**src/rtl/ncpu_config.svh**
```systemverilog
// Execute stage configuration
`ifndef NCPU_CONFIG_SVH
`define NCPU_CONFIG_SVH

// Datapath word width
`define NCPU_DW 32

// Physical register file address width
`define NCPU_PRF_AW 6

// ROB index and bank widths
`define NCPU_ROB_AW 5
`define NCPU_ROB_BW 1

// Issue lanes into the execute stage
`define NCPU_IW 2

// Sign-filling right shift for the sra opcode
`define NCPU_ENABLE_ASR 1

`endif

```
**src/rtl/ncpu_pkg.sv**
```systemverilog
// Core shared types
`include "ncpu_config.svh"

package ncpu_pkg;

   typedef logic [`NCPU_DW-1:0] data_t; // Operand, result or byte PC
   typedef logic [`NCPU_PRF_AW-1:0] prf_addr_t; // Physical register
   typedef logic [`NCPU_ROB_AW-1:0] rob_id_t; // ROB slot index
   typedef logic [`NCPU_ROB_BW-1:0] rob_bank_t; // ROB bank select

   typedef logic [3:0] alu_opc_t;
   localparam alu_opc_t ALU_ADD = 4'd0;
   localparam alu_opc_t ALU_SUB = 4'd1;
   localparam alu_opc_t ALU_AND = 4'd2;
   localparam alu_opc_t ALU_OR = 4'd3;
   localparam alu_opc_t ALU_XOR = 4'd4;
   localparam alu_opc_t ALU_SLL = 4'd5;
   localparam alu_opc_t ALU_SRL = 4'd6;
   localparam alu_opc_t ALU_SRA = 4'd7;
   localparam alu_opc_t ALU_SLT = 4'd8;
   localparam alu_opc_t ALU_SLTU = 4'd9;

   typedef logic [2:0] bru_opc_t;
   localparam bru_opc_t BRU_NONE = 3'd0; // Not a branch
   localparam bru_opc_t BRU_BEQ = 3'd1;
   localparam bru_opc_t BRU_BNE = 3'd2;
   localparam bru_opc_t BRU_BLT = 3'd3; // Signed
   localparam bru_opc_t BRU_BGE = 3'd4; // Signed
   localparam bru_opc_t BRU_JAL = 3'd5; // Always taken

   typedef struct packed {
      data_t pc;
      data_t operand1;
      data_t operand2;
      data_t imm;
      logic use_imm; // imm replaces operand2 in the ALU
      alu_opc_t alu_opc;
      bru_opc_t bru_opc;
      logic pred_taken; // Predictor direction
      data_t pred_tgt; // Predictor target
      prf_addr_t prd; // Destination register
      logic prd_we;
      rob_id_t rob_id;
      rob_bank_t rob_bank;
   } ex_uop_t;

   typedef struct packed {
      rob_id_t rob_id;
      rob_bank_t rob_bank;
      logic prf_we;
      prf_addr_t prf_waddr;
      data_t prf_wdata;
      logic fls; // Mispredict redirect
      data_t fls_tgt; // Correct next PC
      data_t opera; // Branch operands for the ROB
      data_t operb;
   } ex_wb_t;

   typedef enum logic {EMPTY, FULL} lane_state_e;

endpackage

```
**src/rtl/ex.sv**
```systemverilog
// Execute stage top level
`timescale 1ns/1ps
`include "ncpu_config.svh"

module ex
(
   input logic clk,
   input logic arst_n,
   input logic flush, // Global pipeline flush
   // Issue side
   input logic [`NCPU_IW-1:0] ex_valid,
   input ncpu_pkg::ex_uop_t [`NCPU_IW-1:0] ex_uop,
   output logic [`NCPU_IW-1:0] ex_ready,
   // Write-back side
   output logic [`NCPU_IW-1:0] wb_valid,
   output ncpu_pkg::ex_wb_t [`NCPU_IW-1:0] wb,
   input logic [`NCPU_IW-1:0] wb_ready
);

   genvar i;

   // Lanes share only clock, reset and flush
   generate
      for (i = 0; i < `NCPU_IW; i = i + 1)
      begin : gen_lane
         ex_lane u_lane
         (
            .clk (clk),
            .arst_n (arst_n),
            .flush (flush),
            .ex_valid (ex_valid[i]),
            .uop (ex_uop[i]),
            .wb_ready (wb_ready[i]),
            .ex_ready (ex_ready[i]),
            .wb_valid (wb_valid[i]),
            .wb (wb[i])
         );
      end
   endgenerate

endmodule

```
**src/rtl/ex_alu.sv**
```systemverilog
// Integer ALU
`timescale 1ns/1ps
`include "ncpu_config.svh"

module ex_alu
(
   input ncpu_pkg::ex_uop_t uop,
   output ncpu_pkg::data_t result
);
   import ncpu_pkg::*;

   data_t opa; // First operand
   data_t opb; // Second operand after imm select
   logic [4:0] shamt; // Low bits only
   logic sra_fill; // Bit shifted in from the top
   logic [`NCPU_DW:0] sra_ext; // One extra bit holds the fill
   logic lt_s; // Signed less-than
   logic lt_u; // Unsigned less-than

   assign opa = uop.operand1;
   assign opb = uop.use_imm ? uop.imm : uop.operand2; // Immediate forms
   assign shamt = opb[4:0];

   // Fill is forced to zero when ASR is disabled, so sra degrades to srl
   assign sra_fill = (`NCPU_ENABLE_ASR != 0) ? opa[`NCPU_DW-1] : 1'b0;
   assign sra_ext = $unsigned($signed({sra_fill, opa}) >>> shamt);

   assign lt_s = $signed(opa) < $signed(opb);
   assign lt_u = opa < opb;

   always_comb
   begin
      case (uop.alu_opc)
         ALU_ADD: result = opa + opb;
         ALU_SUB: result = opa - opb;
         ALU_AND: result = opa & opb;
         ALU_OR: result = opa | opb;
         ALU_XOR: result = opa ^ opb;
         ALU_SLL: result = opa << shamt;
         ALU_SRL: result = opa >> shamt; // Zero fill
         ALU_SRA: result = sra_ext[`NCPU_DW-1:0]; // Drop the fill bit
         ALU_SLT: result = data_t'(lt_s); // 1 or 0
         ALU_SLTU: result = data_t'(lt_u);
         default: result = '0; // Unused codes
      endcase
   end

endmodule

```
**src/rtl/ex_bru.sv**
```systemverilog
// Branch resolution unit
`timescale 1ns/1ps

module ex_bru
(
   input ncpu_pkg::ex_uop_t uop,
   output logic is_br,
   output ncpu_pkg::data_t link,
   output logic fls,
   output ncpu_pkg::data_t fls_tgt
);
   import ncpu_pkg::*;

   logic cmp; // Condition holds
   logic taken; // Resolved direction
   data_t tgt; // Taken target
   logic dir_miss; // Direction differs from prediction
   logic tgt_miss; // Taken but predicted target is wrong

   assign is_br = (uop.bru_opc != BRU_NONE);

   always_comb
   begin
      case (uop.bru_opc)
         BRU_BEQ: cmp = (uop.operand1 == uop.operand2);
         BRU_BNE: cmp = (uop.operand1 != uop.operand2);
         BRU_BLT: cmp = ($signed(uop.operand1) < $signed(uop.operand2));
         BRU_BGE: cmp = ($signed(uop.operand1) >= $signed(uop.operand2));
         default: cmp = 1'b0; // jal handled below
      endcase
   end

   assign taken = is_br & (cmp | (uop.bru_opc == BRU_JAL));

   assign tgt = uop.pc + uop.imm; // PC-relative
   assign link = uop.pc + data_t'(4); // Also the fall-through

   assign dir_miss = (taken != uop.pred_taken);
   assign tgt_miss = taken & (uop.pred_tgt != tgt);

   assign fls = is_br & (dir_miss | tgt_miss); // Redirect fetch
   assign fls_tgt = taken ? tgt : link;

endmodule

```
**src/rtl/ex_lane.sv**
```systemverilog
// Single execute pipe
`timescale 1ns/1ps

module ex_lane
(
   input logic clk,
   input logic arst_n,
   input logic flush,
   input logic ex_valid,
   input ncpu_pkg::ex_uop_t uop,
   input logic wb_ready,
   output logic ex_ready,
   output logic wb_valid,
   output ncpu_pkg::ex_wb_t wb
);
   import ncpu_pkg::*;

   logic load; // Accept into the output register
   data_t alu_result;
   logic is_br;
   data_t br_link; // pc + 4
   logic br_fls;
   data_t br_fls_tgt;
   ex_wb_t wb_nxt; // Record assembled this cycle
   ex_wb_t wb_r; // Qualified by wb_valid

   ex_lane_ctrl u_ctrl
   (
      .clk (clk),
      .arst_n (arst_n),
      .flush (flush),
      .ex_valid (ex_valid),
      .wb_ready (wb_ready),
      .ex_ready (ex_ready),
      .wb_valid (wb_valid),
      .load (load)
   );

   ex_alu u_alu
   (
      .uop (uop),
      .result (alu_result)
   );

   ex_bru u_bru
   (
      .uop (uop),
      .is_br (is_br),
      .link (br_link),
      .fls (br_fls),
      .fls_tgt (br_fls_tgt)
   );

   always_comb
   begin
      wb_nxt.rob_id = uop.rob_id;
      wb_nxt.rob_bank = uop.rob_bank;
      wb_nxt.prf_we = uop.prd_we;
      wb_nxt.prf_waddr = uop.prd;
      wb_nxt.prf_wdata = is_br ? br_link : alu_result; // Branches write the link
      wb_nxt.fls = br_fls;
      wb_nxt.fls_tgt = br_fls_tgt;
      wb_nxt.opera = uop.operand1;
      wb_nxt.operb = uop.operand2;
   end

   always_ff @(posedge clk)
   begin
      if (load)
      begin
         wb_r <= wb_nxt; // Holds while stalled
      end
   end

   assign wb = wb_r;

endmodule

```
**src/rtl/ex_lane_ctrl.sv**
```systemverilog
// Execute lane control FSM
`timescale 1ns/1ps

module ex_lane_ctrl
(
   input logic clk,
   input logic arst_n,
   input logic flush,
   input logic ex_valid,
   input logic wb_ready,
   output logic ex_ready,
   output logic wb_valid,
   output logic load
);
   import ncpu_pkg::*;

   lane_state_e state_r; // Output register holds a record
   lane_state_e state_nxt;
   logic accept; // Issue handshake
   logic consume; // Write-back handshake

   // Full lane can still take a uop when write-back drains it this cycle
   assign ex_ready = ~flush & ((state_r == EMPTY) | wb_ready);
   assign accept = ex_valid & ex_ready; // Never during flush
   assign wb_valid = (state_r == FULL);
   assign consume = wb_valid & wb_ready;
   assign load = accept; // Capture the new record

   always_comb
   begin
      state_nxt = state_r;
      if (flush)
      begin
         state_nxt = EMPTY; // Discard in-flight record
      end
      else if (accept)
      begin
         state_nxt = FULL; // Replaces any consumed record
      end
      else if (consume)
      begin
         state_nxt = EMPTY;
      end
   end

   always_ff @(posedge clk or negedge arst_n)
   begin
      if (!arst_n)
      begin
         state_r <= EMPTY;
      end
      else
      begin
         state_r <= state_nxt;
      end
   end

endmodule

```
**config.mk**
```make
export PLATFORM = sky130hd
export DESIGN_NAME = ex
export DESIGN_NICKNAME = d
export VERILOG_FILES = /design/src/rtl/ncpu_pkg.sv /design/src/rtl/ex.sv /design/src/rtl/ex_alu.sv /design/src/rtl/ex_bru.sv /design/src/rtl/ex_lane.sv /design/src/rtl/ex_lane_ctrl.sv
export VERILOG_INCLUDE_DIRS = /design/src /design/src/rtl
export SDC_FILE = /design/constraint.sdc
export NUM_CORES = 2
export LEC_CHECK = 0
export ABC_CLOCK_PERIOD_IN_PS = 8700
export BUFFER_PORTS_ARGS = -buffer_cell sky130_fd_sc_hd__buf_4
export CORE_UTILIZATION = 51
export CTS_CLUSTER_SIZE = 24
export DETAILED_ROUTE_END_ITERATION = 8
export PLACE_DENSITY = 0.84
export REMOVE_ABC_BUFFERS = 1
export SYNTH_ARGS = -nofsm -noshare
export SYNTH_HDL_FRONTEND = slang
export SYNTH_SLANG_ARGS = --single-unit
```
**constraint.sdc**
```tcl
create_clock -name clk -period 8.7 [get_ports clk]
set_input_delay 0.435 -clock clk [delete_from_list [all_inputs] [get_ports clk]]
set_output_delay 0.435 -clock clk [all_outputs]
set_load 0.005 [all_outputs]
```
==> Word level (Yosys, flattened, before mapping) <==
Index checks and enable logic that the tools add are counted.
{ "totals": {"in_bits": 371, "ff_bits": 286, "elab_cells": 127, "output_inout_bits": 288} }
{ "op_classes": {"bitwise_logic": 27, "n_shift": 6, "n_addsub": 8, "n_eq_ne": 36, "n_reduce_logical": 6, "magnitude_cmp": 8, "muxes": 16} }
{ "op_table": {"columns": ["op", "n"], "rows": [
  ["32-bit one-hot mux with 10 select lines", 2],
  ["32-bit less-than comparator", 6],
  ["32-bit two-way mux", 6],
  ["32-bit adder", 4],
  ["32-bit != test", 4],
  ["32-bit by 3-bit adder with 32-bit output, second input constant", 2],
  ["32-bit bitwise AND", 2],
  ["32-bit == test", 2],
  ["32-bit greater-or-equal comparator", 2],
  ["32-bit bitwise OR", 2],
  ["32-bit by 5-bit left shift with 32-bit output", 2],
  ["32-bit by 5-bit >> shifter with 32-bit output", 2],
  ["32-bit by 5-bit >>> shifter with 32-bit output", 2],
  ["32-bit subtractor", 2],
  ["32-bit XOR", 2],
  ["4-bit by 3-bit == test with 1-bit output, second input constant", 8],
  ["4-bit by 2-bit == test with 1-bit output, second input constant", 4],
  ["4-bit == test, second input constant", 4],
  ["1-bit bitwise AND", 12],
  ["3-bit by 2-bit == test with 1-bit output, second input constant", 4],
  ["3-bit == test, second input constant", 4],
  ["3-bit nonzero test", 4],
  ["4-bit by 1-bit == test with 1-bit output, second input constant", 2],
  ["4-bit logical NOT", 2],
  ["other kinds (6)", 21]
]} }

==> Logic depth before layout (Yosys ltp) <==
{ "depth": {"word_depth": 7, "mapped_depth": 21, "ltp_nobuf": 15} }

==> Hierarchy <==
Synthesis repeated with hierarchy kept, for this count alone.
{ "hier_totals": {"cells_unflattened": 4485, "area_unflattened_um2": 36745.2} }
{ "by_module_without_submodules": {"columns": ["mod", "seq_area_each_um2", "area_per_inst_um2", "cells_each", "instances"], "rows": [
  ["ex_lane", 4264.1, 4808.4, 178, 2],
  ["ex_alu at gen_lane[1].u_lane.u_alu", 0.0, 9245.1, 1404, 1],
  ["ex_alu at gen_lane[0].u_lane.u_alu", 0.0, 9049.9, 1438, 1],
  ["ex_bru at gen_lane[0].u_lane.u_bru", 0.0, 4367.9, 645, 1],
  ["ex_bru at gen_lane[1].u_lane.u_bru", 0.0, 4335.4, 632, 1],
  ["ex_lane_ctrl", 25.0, 65.1, 5, 2]
]} }

==> Least setup slack after synthesis <==
No wires, ideal clock.
{ "synth_path": {"path_kind": "input -> register", "from": "input port ex_uop[235] in the netlist's numbering", "to": "register gen_lane[1].u_lane.wb_r (netlist bit gen_lane[1].u_lane.wb[124]) (data pin)", "arrival_ns": 4.721, "cell_stages": 20, "required_time_ns": 8.443, "n_path_buf": 6, "path_slack_ns": 3.722, "setup_time_ns": 0.257, "cell_sequence": "buf_2 -> clkbuf_1 -> nand2_1 -> o21ai_1 -> inv_1 -> clkbuf_1 -> buf_1 -> clkbuf_1 -> ha_1 -> clkbuf_1 -> nand4_1 -> a31oi_1 -> nor3_1 -> o32ai_1 -> a21oi_1 -> or2_2 -> and3_1 -> or4_1 -> a31oi_1 -> nor3_1"} }
{ "synth_lines": {"columns": ["item", "line", "rtl"], "rows": [
  ["start, declared", "ex.sv:12", "input ncpu_pkg::ex_uop_t [`NCPU_IW-1:0] ex_uop,"],
  ["end signal, assigned", "ex_lane.sv:71", "wb_r <= wb_nxt;"],
  ["end, declared", "ex_lane.sv:25", "ex_wb_t wb_r;"]
]} }

==> reports/results.tsv <==
stage	metric	value	unit
setup_path	critPathLaunchType	input port	
drt	detail-route-antenna-nets	0	
logic_synthesis	synth-edff-count	284	
timing	hold_slack	0.0252	ns
final_layout	fill_cell_total_of_the_finished_layout	5960	
floorplanning	fp-row-count	95	
job	max-cap-violations	0	
timing	setup_viol	0	
global_route	vias_in_the_first_global_route	36200	
floorplanning	io_pins	659	
logic_synthesis	postSynthAreaPerCell	8.05	sq um
placed_design	gp_congestion	1.13	
clock_network	clock_latency	0.59	ns
timing	final_min_period_over_clock_period	62.1	%
final_layout	drive_gt1_share	18.3	%
drt	route.detailed.drc	0	
placed_design	buffer_ports.inserted	658	
timing	normalized_max_slew_margin	12.4	%
logic_synthesis	syn_area	0.0347	sq mm
final_layout	syn2layout_area_growth	19.0	%
setup_path	ff2ff_path_depth	5	
setup_path	arrival_worst_endpoint	5.73	ns
global_route	antenna_found_initial	13	
drt	firstDrtPassIters	7	
timing	timing.final.crit_period	5.40	ns
floorplanning	initial_core_util	51.6	%
setup_path	regToRegStartpoint	gen_lane[1].u_lane.u_ctrl.wb_valid	
timing	worst_clock_skew	0.0228	ns
logic_synthesis	part_of_the_yosys_area_used_for_sequential_elements	24.7	%
logic_synthesis	synthesis.instances	4307	
hold_path	hold-path-endpoint	gen_lane[0].u_lane.wb[141]	
drt	average_wire_per_standard_cell	30.5	microns
hold_path	min-delay-start	ex_uop[5]	
timing	fmax	0.185	GHz
drt	drtIter0Drc	6901	
logic_synthesis	synthDistinctLibCells	108	
setup_path	setup.worst_path.class	input port to register	
clock_network	cts-root-to-sink-buffers	3	
clock_network	cts-buffers-inserted	36	
final_layout	layout.nets	5486	
logic_synthesis	postSynthRegisterBits	286	
clock_network	clock_tree.root_cell	sky130_fd_sc_hd__clkbuf_16	
floorplanning	die-height	263	microns
logic_synthesis	dominantRegCellSynth	sky130_fd_sc_hd__edfxtp_1	
floorplanning	dieWidth	263	microns
logic_synthesis	async_reset_ff_share	0.699	%
pwr	power-per-cell-area	142	mW/mm^2
drt	totalWireLength	174000	microns
timing	slew_violations	0	
setup_path	worst-path-max-fanout	64	
setup_path	rr_endpoint	gen_lane[1].u_lane.wb[22]	
clock_network	htree_num_levels	2	
drt	routed-via-count	39800	
clock_network	cts.reportedPaths.clkPinSlew	0.07	ns
global_route	grt_start_max_net_pins	78	
drt	route.detailed.vias_per_inst	6.99	
final_layout	seq_area	0.00858	sq mm
timing	grt_setup_unrepaired	no	
clock_network	clock_tree_from_tritoncts	built	
pwr	irDropWorstVdd	0.147	mV
clock_network	cts_num_sinks	286	
floorplanning	fp.dieArea	0.0690	sq mm
status	outcome	completed	
global_route	overflow	0	
setup_path	rrSetupSlack	5.59	ns
hold_path	hold-path-cell-count	1	
clock_network	postCtsResizedCells	0	
timing	hold_violations	0	
global_route	grtUsageTotal	48.1	%
logic_synthesis	yosys_synthesis_warning_count	0	
setup_path	timing.critical_path.required	9.03	ns
floorplanning	design.core.area	0.0672	sq mm
placed_design	hpwl	138000	microns
global_route	grt_first_pass_wirelength	247000	microns
setup_path	critPathCaptureType	register	
pwr	static-leakage-power	17.7	nW
timing	tns	0	ns
timing	tightest_slew	1.31	ns
final_layout	area_used_by_multi_input_combinational_logic	0.0240	sq mm
hold_path	worstHoldPathType	input port to register	
state kept, by name, indices dropped and copies added (netlist names):
signal / count
gen_lane.u_lane.wb: 284
gen_lane.u_lane.u_ctrl.wb_valid: 2
synthesized netlist by cell type, types with 29 or more instances:
master / n / area, sq um
sky130_fd_sc_hd__a21oi_1: 346 / 1730
sky130_fd_sc_hd__nor3_1: 85 / 425
sky130_fd_sc_hd__xnor2_1: 129 / 1130
sky130_fd_sc_hd__nor2_1: 388 / 1460
sky130_fd_sc_hd__nand4_1: 42 / 263
sky130_fd_sc_hd__a211oi_1: 46 / 345
sky130_fd_sc_hd__a21o_1: 57 / 428
sky130_fd_sc_hd__o221ai_1: 39 / 342
sky130_fd_sc_hd__o21a_1: 83 / 623
sky130_fd_sc_hd__nand2_1: 417 / 1570
sky130_fd_sc_hd__a221oi_1: 48 / 420
sky130_fd_sc_hd__and3_1: 47 / 294
sky130_fd_sc_hd__inv_1: 267 / 1000
sky130_fd_sc_hd__buf_1: 29 / 109
sky130_fd_sc_hd__edfxtp_1: 284 / 8530
sky130_fd_sc_hd__o211ai_1: 77 / 578
sky130_fd_sc_hd__o21ai_0: 291 / 1460
sky130_fd_sc_hd__clkbuf_1: 212 / 796
sky130_fd_sc_hd__xor2_1: 81 / 709
sky130_fd_sc_hd__o21bai_1: 50 / 375
sky130_fd_sc_hd__a31oi_1: 48 / 300
sky130_fd_sc_hd__ha_1: 322 / 4030
sky130_fd_sc_hd__mux2i_1: 201 / 2010
sky130_fd_sc_hd__nor4_1: 41 / 257
sky130_fd_sc_hd__o22ai_1: 85 / 532
sky130_fd_sc_hd__nand3_1: 112 / 561
cells in the final DEF, fill, tap and decap left out, types with 12 or more instances in the layout:
cell                          n
sky130_fd_sc_hd__a2111oi_0   19
sky130_fd_sc_hd__a211oi_1    46
sky130_fd_sc_hd__a21o_1      57
sky130_fd_sc_hd__a21oi_1    346
sky130_fd_sc_hd__a221o_1     14
sky130_fd_sc_hd__a221oi_1    48
sky130_fd_sc_hd__a22oi_1     26
sky130_fd_sc_hd__a31oi_1     48
sky130_fd_sc_hd__and2_1      19
sky130_fd_sc_hd__and3_1      47
sky130_fd_sc_hd__buf_4      711
sky130_fd_sc_hd__clkbuf_16   37
sky130_fd_sc_hd__edfxtp_1   284
sky130_fd_sc_hd__ha_1       322
sky130_fd_sc_hd__inv_1      266
sky130_fd_sc_hd__mux2_2      20
sky130_fd_sc_hd__mux2i_1    199
sky130_fd_sc_hd__mux4_2      18
sky130_fd_sc_hd__nand2_1    417
sky130_fd_sc_hd__nand2b_1    27
sky130_fd_sc_hd__nand3_1    112
sky130_fd_sc_hd__nand4_1     42
sky130_fd_sc_hd__nor2_1     386
sky130_fd_sc_hd__nor2b_1     23
sky130_fd_sc_hd__nor3_1      82
sky130_fd_sc_hd__nor4_1      40
sky130_fd_sc_hd__o2111ai_1   13
sky130_fd_sc_hd__o211ai_1    77
sky130_fd_sc_hd__o21a_1      79
sky130_fd_sc_hd__o21ai_0    291
sky130_fd_sc_hd__o21bai_1    50
sky130_fd_sc_hd__o221ai_1    39
sky130_fd_sc_hd__o22ai_1     85
sky130_fd_sc_hd__o31a_1      12
sky130_fd_sc_hd__o31ai_1     22
sky130_fd_sc_hd__or3_1       19
sky130_fd_sc_hd__xnor2_1    129
sky130_fd_sc_hd__xor2_1      81
stage by stage:
stage | setup slack [ns] | utilization [%] | power, mW | instance area (sq um) | std cells
final | 3.30 | 61.4 | 5.84 | 41200 | 5694
after CTS | 3.50 | 61.4 | 5.70 | 41200 | 5687
after floorplan | 1.24 | - | 3.16 | 33500 | 4037
after global placement | 2.98 | 59.7 | 4.16 | 40100 | 5621
after global routing | 3.06 | 61.4 | 6.00 | 41200 | 5688
after detailed placement | 2.95 | 59.7 | 4.17 | 40100 | 5621
critical path: stages:
cell and delay [ns]:
sky130_fd_sc_hd__buf_4 0.52, sky130_fd_sc_hd__mux2i_4 0.32, sky130_fd_sc_hd__buf_4 0.51, sky130_fd_sc_hd__inv_2 0.07, sky130_fd_sc_hd__ha_1 0.23, sky130_fd_sc_hd__fa_1 0.47, sky130_fd_sc_hd__o21bai_1 0.21, sky130_fd_sc_hd__a2111oi_0 0.16
sky130_fd_sc_hd__o31a_1 0.32, sky130_fd_sc_hd__nor4_1 0.47, sky130_fd_sc_hd__o21ai_0 0.23, sky130_fd_sc_hd__a21oi_1 0.37, sky130_fd_sc_hd__o21ai_0 0.19, sky130_fd_sc_hd__o41ai_1 0.56, sky130_fd_sc_hd__a31oi_1 0.25, sky130_fd_sc_hd__mux2i_1 0.25
sky130_fd_sc_hd__nand3_1 0.10
cells by family (layout without fill, tap and decap cells):
kind of cell | count (synthesis) | in the layout | synth area share (%)
compound gates | 1389 | 1389 | 26.2
buf+inv | 545 | 1052 | 6.20
fa+ha+maj | 328 | 328 | 12.0
flops | 286 | 286 | 24.7
other cells | 0 | 7 | 0
mux | 241 | 241 | 7.70
xor+xnor | 218 | 218 | 5.85
simple gates | 1300 | 1300 | 17.4
cell type report:
type | count | area share [%]
antenna | 7 | 0.0425
clock buffer | 44 | 2.36
clock inverter | 21 | 0.406
inverter | 275 | 2.50
multi-input combinational | 3476 | 58.3
sequential | 286 | 20.8
tap | 873 | 2.65
timing repair buffer | 712 | 13.0
where the power goes:
part | switching, mW | leakage [nW] | internal, mW | total (mW)
combinational | 1.72 | 14.5 | 0.943 | 2.66
sequential | 0.0279 | 2.68 | 1.62 | 1.65
clock | 0.697 | 0.557 | 0.837 | 1.53
layer usage:
metal / vias to the layer above / global-route usage (%) / part of all wire, % / wire length [microns]
met3: 509 / 20.1 / 16 / 28100
met2: 3325 / 66.2 / 40 / 68900
met4: 22 / 20.3 / 4.8 / 8280
li1: 17000 / - / - / -
met1: 19000 / 65.4 / 39 / 68200
met5: - / 0 / 0.082 / 142
timing repair:
item                      CTS  global route
setup buffers               0             0
hold buffers                1             0
hold endpoints to repair    2             0
worst max path at each step:
| stage | startpoint | end | slack (ns) | cells past startpoint |
|---|---|---|---|---|
| after floorplan | ex_uop[235] | gen_lane[1].u_lane.wb[123] | 1.24 | 14 |
| after global placement | ex_uop[235] | gen_lane[1].u_lane.wb[127] | 2.98 | 17 |
| after detailed placement | ex_uop[235] | gen_lane[1].u_lane.wb[127] | 2.95 | 17 |
| after CTS | ex_uop[235] | gen_lane[1].u_lane.wb[127] | 3.50 | 17 |
| after global routing | ex_uop[235] | gen_lane[1].u_lane.wb[127] | 3.06 | 17 |
| final | ex_uop[235] | gen_lane[1].u_lane.wb[127] | 3.30 | 17 |
(Power assumes the default switching activity.)
